`config.mk`:
```
export PLATFORM = sky130hd
export DESIGN_NAME = pi_controller
export DESIGN_NICKNAME = d
export VERILOG_FILES = /design/src/hw/pi_pkg.sv /design/src/hw/phase_monitor.sv /design/src/hw/pi_controller.sv /design/src/hw/pi_local_encoder.sv /design/src/hw/qperi_cal.sv
export SDC_FILE = /design/constraint.sdc
export NUM_CORES = 1
export LEC_CHECK = 0
export BUFFER_PORTS_ARGS = -buffer_cell sky130_fd_sc_hd__buf_2
export CORE_MARGIN = 5
export CORE_UTILIZATION = 45
export DETAILED_ROUTE_END_ITERATION = 8
export GPL_TIMING_DRIVEN = 0
export PLACE_DENSITY_LB_ADDON = 0.15
export SYNTH_ARGS = -nofsm -noshare
export SYNTH_HDL_FRONTEND = slang
export SYNTH_SLANG_ARGS = --single-unit
```
`constraint.sdc`:
```
create_clock -name clk_cdr -period 11.5 [get_ports clk_cdr]
set_input_delay 2.3 -clock clk_cdr [delete_from_list [all_inputs] [get_ports clk_cdr]]
set_output_delay 2.3 -clock clk_cdr [all_outputs]
set_load 0.02 [all_outputs]
```
`src/hw/pi_pkg.sv`:
```
package pi_pkg;

    // analog array dimensions.
    localparam int unsigned NBIT          = 9;   // phase code width.
    localparam int unsigned NUNIT         = 32;  // delay-chain units.
    localparam int unsigned NBLENDER      = 4;   // fine bits.
    localparam int unsigned NBLD          = 2 ** NBLENDER;
    localparam int unsigned NCOARSE_STEPS = 32;  // coarse steps per period.

    // monitor result width, as seen at the pad.
    localparam int unsigned PM_WORD_W = 20;

    // unit index, also used for Qperi and the mux selects.
    typedef logic [$clog2(NUNIT)-1:0] unit_idx_t;

    // one bit per delay-chain unit.
    typedef logic [NUNIT-1:0] unit_vec_t;

    typedef logic [NBIT-1:0] ctl_t;

    // blender legs, thermometer coded.
    typedef logic [NBLD-1:0] bld_therm_t;

    typedef logic [PM_WORD_W-1:0] pm_word_t;

    typedef enum logic {
        PM_IDLE = 1'b0,
        PM_RUN  = 1'b1
    } pm_state_t;

endpackage

```
`src/hw/phase_monitor.sv`:
```
`timescale 1ns/1ps

module phase_monitor
    import pi_pkg::*;
#(
    parameter int PM_WIN_LOG = 4
)(
    input  logic       clk_cdr,
    input  logic       rst,
    input  logic       en_pm,
    input  logic [1:0] sel_pm_sign,
    input  logic       cal_out,
    output pm_word_t   pm_out,
    output logic       pm_valid
);

    localparam int unsigned WIN_LEN = 2 ** PM_WIN_LOG;
    localparam int unsigned AW      = PM_WIN_LOG + 1;

    pm_state_t             state;
    logic [PM_WIN_LOG-1:0] win_cnt;
    logic [AW-1:0]         ones_acc;
    logic [AW-1:0]         ones_tot;
    logic [1:0]            mode;      // sign mode of this window.
    logic                  sample;
    logic                  last;
    pm_word_t              result;

    assign sample   = cal_out ^ mode[0];
    assign last     = &win_cnt;
    assign ones_tot = ones_acc + AW'(sample);

    // signed: ones - zeros = 2*ones - N.
    always_comb begin
        if (mode[1]) begin
            result = (pm_word_t'(ones_tot) << 1) - pm_word_t'(WIN_LEN);
        end else begin
            result = pm_word_t'(ones_tot);
        end
    end

    always_ff @(posedge clk_cdr) begin
        if (rst) begin
            state    <= PM_IDLE;
            win_cnt  <= '0;
            ones_acc <= '0;
            mode     <= '0;
            pm_out   <= '0;
            pm_valid <= 1'b0;
        end else begin
            pm_valid <= 1'b0;
            case (state)
                PM_IDLE: begin
                    if (en_pm) begin
                        state    <= PM_RUN;  // first sample next cycle.
                        win_cnt  <= '0;
                        ones_acc <= '0;
                        mode     <= sel_pm_sign;
                    end
                end
                PM_RUN: begin
                    if (!en_pm) begin
                        state <= PM_IDLE;  // abort, no result.
                    end else if (last) begin
                        pm_out   <= result;
                        pm_valid <= 1'b1;
                        win_cnt  <= '0;
                        ones_acc <= '0;
                        mode     <= sel_pm_sign;  // next window back to back.
                    end else begin
                        win_cnt  <= win_cnt + 1'b1;
                        ones_acc <= ones_tot;
                    end
                end
                default: begin
                    state <= PM_IDLE;
                end
            endcase
        end
    end

endmodule

```
`src/hw/pi_controller.sv`:
```
`timescale 1ns/1ps

module pi_controller
    import pi_pkg::*;
#(
    parameter int PM_WIN_LOG = 4
)(
    input  logic       clk_cdr,
    input  logic       rst,
    input  logic       en_arb,
    input  unit_vec_t  arb_out,
    input  logic       en_ext_Qperi,
    input  unit_idx_t  ext_Qperi,
    input  ctl_t       ctl,
    input  logic       en_pm,
    input  logic [1:0] sel_pm_sign,
    input  logic       cal_out,

    output unit_idx_t  Qperi,
    output unit_idx_t  max_sel_mux,
    output unit_idx_t  sel_lead,
    output unit_idx_t  sel_lag,
    output unit_vec_t  en_mixer,
    output bld_therm_t thm_sel_bld,
    output pm_word_t   pm_out,
    output logic       pm_valid
);

    qperi_cal iqperi_cal (
        .clk_cdr(clk_cdr),
        .rst(rst),
        .en_arb(en_arb),
        .arb_out(arb_out),
        .en_ext_Qperi(en_ext_Qperi),
        .ext_Qperi(ext_Qperi),
        .qperi(Qperi),
        .max_sel_mux(max_sel_mux)
    );

    // Qperi and max_sel_mux also feed the encoder.
    pi_local_encoder ilocal_encoder (
        .clk_cdr(clk_cdr),
        .rst(rst),
        .ctl(ctl),
        .qperi(Qperi),
        .max_sel_mux(max_sel_mux),
        .sel_lead(sel_lead),
        .sel_lag(sel_lag),
        .en_mixer(en_mixer),
        .thm_sel_bld(thm_sel_bld)
    );

    phase_monitor #(
        .PM_WIN_LOG(PM_WIN_LOG)
    ) ipm (
        .clk_cdr(clk_cdr),
        .rst(rst),
        .en_pm(en_pm),
        .sel_pm_sign(sel_pm_sign),
        .cal_out(cal_out),
        .pm_out(pm_out),
        .pm_valid(pm_valid)
    );

endmodule

```
`src/hw/pi_local_encoder.sv`:
```
`timescale 1ns/1ps

module pi_local_encoder
    import pi_pkg::*;
(
    input  logic       clk_cdr,
    input  logic       rst,
    input  ctl_t       ctl,
    input  unit_idx_t  qperi,
    input  unit_idx_t  max_sel_mux,
    output unit_idx_t  sel_lead,
    output unit_idx_t  sel_lag,
    output unit_vec_t  en_mixer,
    output bld_therm_t thm_sel_bld
);

    localparam int unsigned UW  = $bits(unit_idx_t);
    localparam int unsigned CW  = $clog2(NCOARSE_STEPS);
    localparam int unsigned PW  = CW + UW;
    localparam int unsigned QSH = $clog2(NCOARSE_STEPS / 4);
    localparam int unsigned SW  = PW - QSH;

    logic [CW-1:0]       coarse;
    logic [NBLENDER-1:0] fine;
    logic [PW-1:0]       prod;

    // stage 1.
    logic [SW-1:0]       s1_scaled;
    unit_idx_t           s1_max;
    logic [NBLENDER-1:0] s1_fine;

    // stage 2 next values.
    unit_idx_t  lead_d;
    unit_idx_t  lag_d;
    unit_vec_t  mixer_d;
    bld_therm_t bld_d;

    assign coarse = ctl[NBIT-1 -: CW];
    assign fine   = ctl[NBLENDER-1:0];

    // c * 4*Qperi / NCOARSE_STEPS, i.e. c * Qperi / 8.
    assign prod = PW'(coarse) * PW'(qperi);

    always_ff @(posedge clk_cdr) begin
        if (rst) begin
            s1_scaled <= '0;
            s1_max    <= '0;
            s1_fine   <= '0;
        end else begin
            s1_scaled <= prod[PW-1:QSH];
            s1_max    <= max_sel_mux;  // same cycle as ctl.
            s1_fine   <= fine;
        end
    end

    always_comb begin
        if (s1_scaled > SW'(s1_max)) begin
            lead_d = s1_max;  // clamp to last mux.
        end else begin
            lead_d = unit_idx_t'(s1_scaled);
        end
    end

    // lag wraps back to the start of the period.
    assign lag_d = (lead_d == s1_max) ? '0 : lead_d + 1'b1;

    // units 0 through lead enabled.
    assign mixer_d = unit_vec_t'('1) >> (unit_idx_t'(NUNIT - 1) - lead_d);

    assign bld_d = (bld_therm_t'(1) << s1_fine) - 1'b1;

    always_ff @(posedge clk_cdr) begin
        if (rst) begin
            sel_lead    <= '0;
            sel_lag     <= '0;
            en_mixer    <= '0;
            thm_sel_bld <= '0;
        end else begin
            sel_lead    <= lead_d;
            sel_lag     <= lag_d;
            en_mixer    <= mixer_d;
            thm_sel_bld <= bld_d;
        end
    end

endmodule

```
`src/hw/qperi_cal.sv`:
```
`timescale 1ns/1ps

module qperi_cal
    import pi_pkg::*;
(
    input  logic      clk_cdr,
    input  logic      rst,
    input  logic      en_arb,
    input  unit_vec_t arb_out,
    input  logic      en_ext_Qperi,
    input  unit_idx_t ext_Qperi,
    output unit_idx_t qperi,
    output unit_idx_t max_sel_mux
);

    localparam int unsigned UW    = $bits(unit_idx_t);
    localparam int unsigned CNT_W = $clog2(NUNIT + 1);
    localparam int unsigned PW    = 2 * UW;
    // a quarter period spans NCOARSE_STEPS/4 coarse steps.
    localparam int unsigned QSH   = $clog2(NCOARSE_STEPS / 4);

    logic [CNT_W-1:0] ones;
    unit_idx_t        ones_sat;
    unit_idx_t        cap_q;      // last calibrated count.
    unit_idx_t        cap_d;
    unit_idx_t        qperi_d;
    logic [PW-1:0]    prod;
    logic [PW-QSH-1:0] scaled;
    unit_idx_t        max_d;

    // count ones over the sampled chain.
    always_comb begin
        ones = '0;
        for (int i = 0; i < NUNIT; i++) begin
            ones = ones + CNT_W'(arb_out[i]);
        end
    end

    // a full chain would read NUNIT, one past the index range.
    assign ones_sat = (ones > CNT_W'(NUNIT - 1)) ? unit_idx_t'(NUNIT - 1)
                                                 : unit_idx_t'(ones);

    assign cap_d   = en_arb ? ones_sat : cap_q;
    assign qperi_d = en_ext_Qperi ? ext_Qperi : cap_d;  // override wins.

    // last coarse step of the period, in units.
    assign prod   = PW'(qperi_d) * PW'(NCOARSE_STEPS - 1);
    assign scaled = prod[PW-1:QSH];

    always_comb begin
        if (scaled > (PW - QSH)'(NUNIT - 1)) begin
            max_d = unit_idx_t'(NUNIT - 1);
        end else begin
            max_d = unit_idx_t'(scaled);
        end
    end

    always_ff @(posedge clk_cdr) begin
        if (rst) begin
            cap_q       <= '0;
            qperi       <= '0;
            max_sel_mux <= '0;
        end else begin
            cap_q       <= cap_d;  // kept during override.
            qperi       <= qperi_d;
            max_sel_mux <= max_d;
        end
    end

endmodule

```
; Word-level counts from Yosys, hierarchy flattened
; Cells that the tools add are included.
[totals]
output_inout_bits = 89
register_bits = 122
word_cells = 93
[op_classes]
n_lt_le_gt_ge = 3
eq_ne = 4
bitwise = 3
shifts = 2
n_reduce_logical = 6
mul = 2
addsub = 37
n_mux = 20
[ops]
columns = cell, count
row1 = adder 6 x 1 -> 6 bit, 30
row2 = two-way mux 5 bit, 8
row3 = "right shift 32 x 5 -> 32 bit, first input constant", 1
row4 = two-way mux 20 bit, 1
row5 = "left shift 1 x 4 -> 16 bit, first input constant", 1
row6 = "subtractor 16 x 1 -> 16 bit, second input constant", 1
row7 = two-way mux 4 bit, 3
row8 = multiplier 5 x 5 -> 10 bit, 1
row9 = "multiplier 5 x 5 -> 10 bit, second input constant", 1
row10 = one-hot mux 5 bit (2 select lines), 1
row11 = one-hot mux 4 bit (2 select lines), 1
row12 = > comparator 7 x 5 -> 1 bit, 1
row13 = "> comparator 7 x 5 -> 1 bit, second input constant", 1
row14 = "subtractor 6 x 5 -> 7 bit, second input constant", 1
row15 = "> comparator 6 x 5 -> 1 bit, second input constant", 1
row16 = two-way mux 2 bit, 3
row17 = "inequality test 2 bit, second input constant", 3
row18 = AND reduction 6 bit, 1
row19 = adder 5 x 1 -> 5 bit, 1
row20 = "adder 5 x 1 -> 5 bit, second input constant", 1
row21 = == test 5 bit, 1
row22 = "subtractor 5 bit, first input constant", 1
row23 = "adder 4 x 1 -> 4 bit, second input constant", 1
row24 = one-hot mux 2 bit (2 select lines), 1
row25 = other kinds (9), 11

; Longest topological paths before layout
[logic_depth]
depth_word = 38
depth_mapped = 31

; Cells and area by module
; A second synthesis with hierarchy kept.
[hier_totals]
cells_unflattened = 643
area_unflattened_um2 = 6084.6
[modules_own_cells]
columns = mod, area_each_um2, seq_area_each_um2, n_inst, cells_per_inst
row1 = pi_local_encoder, 3234.4, 1461.4, 1, 336
row2 = qperi_cal, 1853.0, 300.3, 1, 196
row3 = phase_monitor, 997.2, 400.4, 1, 111

; Least setup slack after synthesis
; No wires, ideal clock.
[synth_path]
path_type = input -> register
startpoint = input port arb_out[0]
endpoint = register iqperi_cal.max_sel_mux[0]
setup_slack_ns = 1.295
required_time_ns = 11.430
setup_time_ns = 0.070
path_stages = 28
t_arrival_ns = 10.135
cell_sequence = ha_1 > inv_1 > fa_1 > fa_1 > fa_1 > fa_1 > fa_1 > inv_1 > fa_1 > ha_1 > a21o_1 > a21o_1 > a21oi_1 > o211ai_1 > a21boi_0 > inv_1 > fa_1 > inv_1 > fa_1 > fa_1 > inv_1 > ha_1 > a21o_1 > a21o_1 > o21ai_0 > nor4_1 > a311o_1 > a21oi_1
[synth_via]
elab_chain_len = 38
[synth_rtl]
columns = element, line_no
row1 = from (decl), pi_controller.sv:11  ; input unit_vec_t arb_out,
row2 = adder 1 x 1 -> 2 bit *, qperi_cal.sv:35  ; ones = ones + CNT_W'(arb_out[i]);
row3 = adder 6 x 1 -> 6 bit * (30 in a row), qperi_cal.sv:35
row4 = > comparator 6 x 5 -> 1 bit, qperi_cal.sv:40  ; assign ones_sat = (ones > CNT_W'(NUNIT - 1)) ? unit_idx_t'(NUNIT - 1)
row5 = two-way mux 5 bit *, qperi_cal.sv:40
row6 = two-way mux 5 bit *, qperi_cal.sv:43  ; assign cap_d = en_arb ? ones_sat : cap_q;
row7 = two-way mux 5 bit *, qperi_cal.sv:44  ; assign qperi_d = en_ext_Qperi ? ext_Qperi : cap_d;
row8 = via iqperi_cal.qperi_d[2], qperi_cal.sv:26  ; unit_idx_t qperi_d;
row9 = multiplier 5 x 5 -> 10 bit *, qperi_cal.sv:47  ; assign prod = PW'(qperi_d) * PW'(NCOARSE_STEPS - 1);
row10 = > comparator 7 x 5 -> 1 bit, qperi_cal.sv:51  ; if (scaled > (PW - QSH)'(NUNIT - 1)) begin
row11 = two-way mux 5 bit *, qperi_cal.sv:51
row12 = to (signal assigned), qperi_cal.sv:66  ; max_sel_mux <= max_d;
row13 = to (decl), qperi_cal.sv:13  ; output unit_idx_t max_sel_mux
; The timed path passes the listed nets; every way through them passes the cells marked *.
; A chain may end at the register's enable or synchronous reset.

; Worst setup path after layout
; Same ends and word-level chain as after synthesis.

==> impl_metrics.env <==
export IMPL_setup_tns_final_ps=0
export IMPL_cp_common_cell="fa_1"
export IMPL_ys_flop_type="dfxtp_1"
export IMPL_whs_path_depth=2
export IMPL_clk_pin_slew_ps=70
export IMPL_initial_core_util=0.463
export IMPL_worst_pin_slew_ps=1090
export IMPL_reg2reg_depth=16
export IMPL_core_um2=13300
export IMPL_p_comb_frac=0.688
export IMPL_outcome="finished, final reports clean"
export IMPL_p_leak_nw=3.73
export IMPL_final_cells=1004
export IMPL_rsz0062_at_grt="no"
export IMPL_cts_root_buf="clkbuf_16"
export IMPL_nNetsFinal=973
export IMPL_p_sw_frac=0.456
export IMPL_hold_slack_ps=463
export IMPL_fin_util=0.555
export IMPL_cts_tree="yes"
export IMPL_yosysMostFrequentCell="dfxtp_1"
export IMPL_drt_pass1_iter_count=4
export IMPL_grt_pass1_vias=4840
export IMPL_end_kind="register"
export IMPL_worstReg2RegEnd="iqperi_cal.max_sel_mux[0]"
export IMPL_numCtsBuffers=9
export IMPL_path_buf_inv=6
export IMPL_finalWeightedCongestion=0.899
export IMPL_cts_repair_resized=0
export IMPL_rrSetupSlack_ps=7030
export IMPL_h_tree_depth=3
export IMPL_hold_path_class="reg2reg"
export IMPL_synthTopCellsByCount="dfxtp_1 (108), inv_1 (85), nor2_1 (62)"
export IMPL_post_dp_hpwl_mm=10.8
export IMPL_crit_slowest_cell="fa_1"
export IMPL_die_h_um=127
export IMPL_pwr_share_seq=0.192
export IMPL_critPathTopFamily="adder cells"
export IMPL_antenna_found_initial=0
export IMPL_finalHoldViolations=0
export IMPL_synth_seq_area_share=0.350
export IMPL_worstPathArrival_ps=10740
export IMPL_final_layout_size_suffix_gt1_frac=0.221
export IMPL_ys_ff_latch=108
export IMPL_yosys_area_top_type_share=0.350
export IMPL_critPathMaxFanout=5
export IMPL_pwr_density_cell_nw_per_um2=351
export IMPL_cts_sinks=108
export IMPL_cap_violations=0
export IMPL_gr_usage_met1=0.209
export IMPL_async_flop_share=0
export IMPL_hold_buffers=0
export IMPL_areaGrowthSynthToFinish_pct=19.8
export IMPL_rows=42
export IMPL_track_usage=0.166
export IMPL_ys_top_cells_by_area="dfxtp_1 (35%), fa_1 (13%), ha_1 (11%), inv_1 (5.2%), a21oi_1 (4.2%)"
export IMPL_grt_busiest_layer="met2"
export IMPL_yosys_warnings=0
export IMPL_r2r_start="iqperi_cal.cap_q[1]"
export IMPL_grt_pass1_wl_mm=22.4
export IMPL_final_period_utilization=0.910
export IMPL_relSlewSlack=0.265
export IMPL_drv_slew=0
export IMPL_vdd_drop_max_mv=0.328
export IMPL_clock_skew_ps=7.37
export IMPL_internal_power_w=0.00142
export IMPL_timing_fmax_mhz=95.5
export IMPL_stdcell_area_um2=7410
export IMPL_netlist_instances=672
export IMPL_ys_types=54
export IMPL_dr_total_vias=4852
export IMPL_pwr_share_clk=0.120
export IMPL_synth_edf_count=0
export IMPL_cts_setup_buffers=0
export IMPL_nFillCells=1233
export IMPL_netSwitchingPower_w=0.00118
export IMPL_finalSetupViolations=0
export IMPL_cp_required_ps=11770
export IMPL_design_die_area_um2=16200
export IMPL_cts_path_max_buffers=2
export IMPL_grt_overflow=0
export IMPL_via_per_inst=4.83
export IMPL_grt_max_degree=20
export IMPL_cpPeakStageDelay_ps=560
export IMPL_synth_area_per_cell_um2=9.21
export IMPL_startpoint_type="input port"
export IMPL_drt_wl_total_mm=13.0
export IMPL_io_pins=143
export IMPL_critPathKind="in2reg"
export IMPL_syn_nets=822
export IMPL_grt_met3_usage=0.0330
export IMPL_dp_cells=988
export IMPL_fp_dieW_um=127
export IMPL_finalCriticalPeriod_ps=10470
export IMPL_drtIter0Drc=311
export IMPL_drcViolationCount=0
export IMPL_diodes=0
export IMPL_place_area_um2=7110
export IMPL_min_delay_start="ipm.pm_out[3]"
export IMPL_port_buffer_count=140
export IMPL_grtUsageMet2=0.292
export IMPL_hold_path_end="ipm.pm_out[3]"
export IMPL_synth_area_um2=6190
export IMPL_insertion_delay_ps=340
export IMPL_final_antenna_net_count=0
export IMPL_synth_area_leader_cell="dfxtp_1"
export IMPL_wl_per_cell_um=13.0
==> worst max-delay path by stage <==
stage / from / to / slack (ps) / cells after the start
4_1_cts: arb_out[0] / iqperi_cal.max_sel_mux[0] / 980 / 28
2_1_floorplan: arb_out[0] / iqperi_cal.max_sel_mux[0] / 1290 / 28
3_3_place_gp: arb_out[0] / iqperi_cal.max_sel_mux[0] / 760 / 28
6_report: arb_out[0] / iqperi_cal.max_sel_mux[0] / 1030 / 29
3_5_place_dp: arb_out[0] / iqperi_cal.max_sel_mux[0] / 640 / 28
5_1_grt: arb_out[0] / iqperi_cal.max_sel_mux[0] / 510 / 29
==> layer usage <==
metal / part of all wire / wire [um] / up-vias
met4: 0.014 / 187 / 0
met5: 0 / 0 / -
met3: 0.065 / 851 / 15
met1: 0.43 / 5620 / 2227
li1: - / - / 2474
met2: 0.49 / 6370 / 136
==> stage by stage <==
step / power [W] / setup WS, ps
after global routing: 0.00290 / 511
after floorplan: 0.00193 / 1290
after detailed placement: 0.00229 / 642
final: 0.00260 / 1030
after CTS: 0.00263 / 980
after global placement: 0.00225 / 758
==> power groups by stage <==
stage / clock network (W) / registers [W] / logic, W
after global placement: 0 / 0.000507 / 0.00175
after global routing: 0.000338 / 0.000507 / 0.00206
after detailed placement: 0 / 0.000508 / 0.00178
after floorplan: 0 / 0.000567 / 0.00136
after CTS: 0.000319 / 0.000500 / 0.00181
final: 0.000313 / 0.000498 / 0.00179
==> worst min-delay path, delay by kind of cell, from the launching register on <==
kind / cells / cell delay, ps
AOI/OAI and AO/OA: 1 / 50
and+or+nand+nor: 1 / 50
DFF: 1 / 310
==> final cells by class <==
| cell class | count | area [um2] | area share |
|---|---|---|---|
| multi-input cells | 439 | 3490 | 0.471 |
| flip-flops and latches | 108 | 2160 | 0.292 |
| repair buffers | 140 | 701 | 0.0945 |
| inverters | 86 | 323 | 0.0435 |
| clock buffers | 9 | 225 | 0.0304 |
| well taps | 176 | 220 | 0.0297 |
| plain buffers | 39 | 210 | 0.0284 |
| clock inverters | 7 | 81.3 | 0.0110 |
==> cells in the final DEF (no fill, tap or decap), drive strengths merged, types with 2 or more instances in the layout <==
cell	n
or3	2
nand2b	8
buf	158
o31ai	5
a31oi	4
mux2	2
nor2b	23
clkinv	4
mux2i	7
and3	2
ha	55
dfxtp	108
o21ai	17
xor2	11
nor2	62
nand3b	6
a21o	8
nor4	2
fa	41
nand2	42
and2	16
o211ai	2
a21oi	52
inv	88
clkbuf	30
a21boi	4
nor3	6
a22oi	5
xnor2	11
a211oi	6
nand4	6
o21a	5
nand3	13
==> registers in the layout, indices dropped and copies added, names as in the netlist <==
| register | flops |
|---|---|
| ilocal_encoder.s1_fine | 4 |
| ipm.state | 1 |
| ipm.pm_out | 7 |
| ilocal_encoder.sel_lag | 5 |
| ilocal_encoder.sel_lead | 4 |
| ipm.win_cnt | 4 |
| iqperi_cal.qperi | 5 |
| ilocal_encoder.en_mixer | 32 |
| iqperi_cal.max_sel_mux | 5 |
| ilocal_encoder.s1_max | 5 |
| ilocal_encoder.thm_sel_bld | 16 |
| iqperi_cal.cap_q | 5 |
| ilocal_encoder.s1_scaled | 7 |
| ipm.mode | 2 |
| ipm.ones_acc | 5 |
| ipm.pm_valid | 1 |
==> logic make-up after synthesis <==
group | after synthesis | share of synthesized area
buf+inv | 125 | 0.0862
flops | 108 | 0.350
fa+ha+maj | 96 | 0.244
xor+xnor | 22 | 0.0311
other cells | 1 | 0.000606
simple gates | 195 | 0.156
compound gates | 116 | 0.118
mux | 9 | 0.0150
Note: power is estimated with default switching activity, not from simulation.
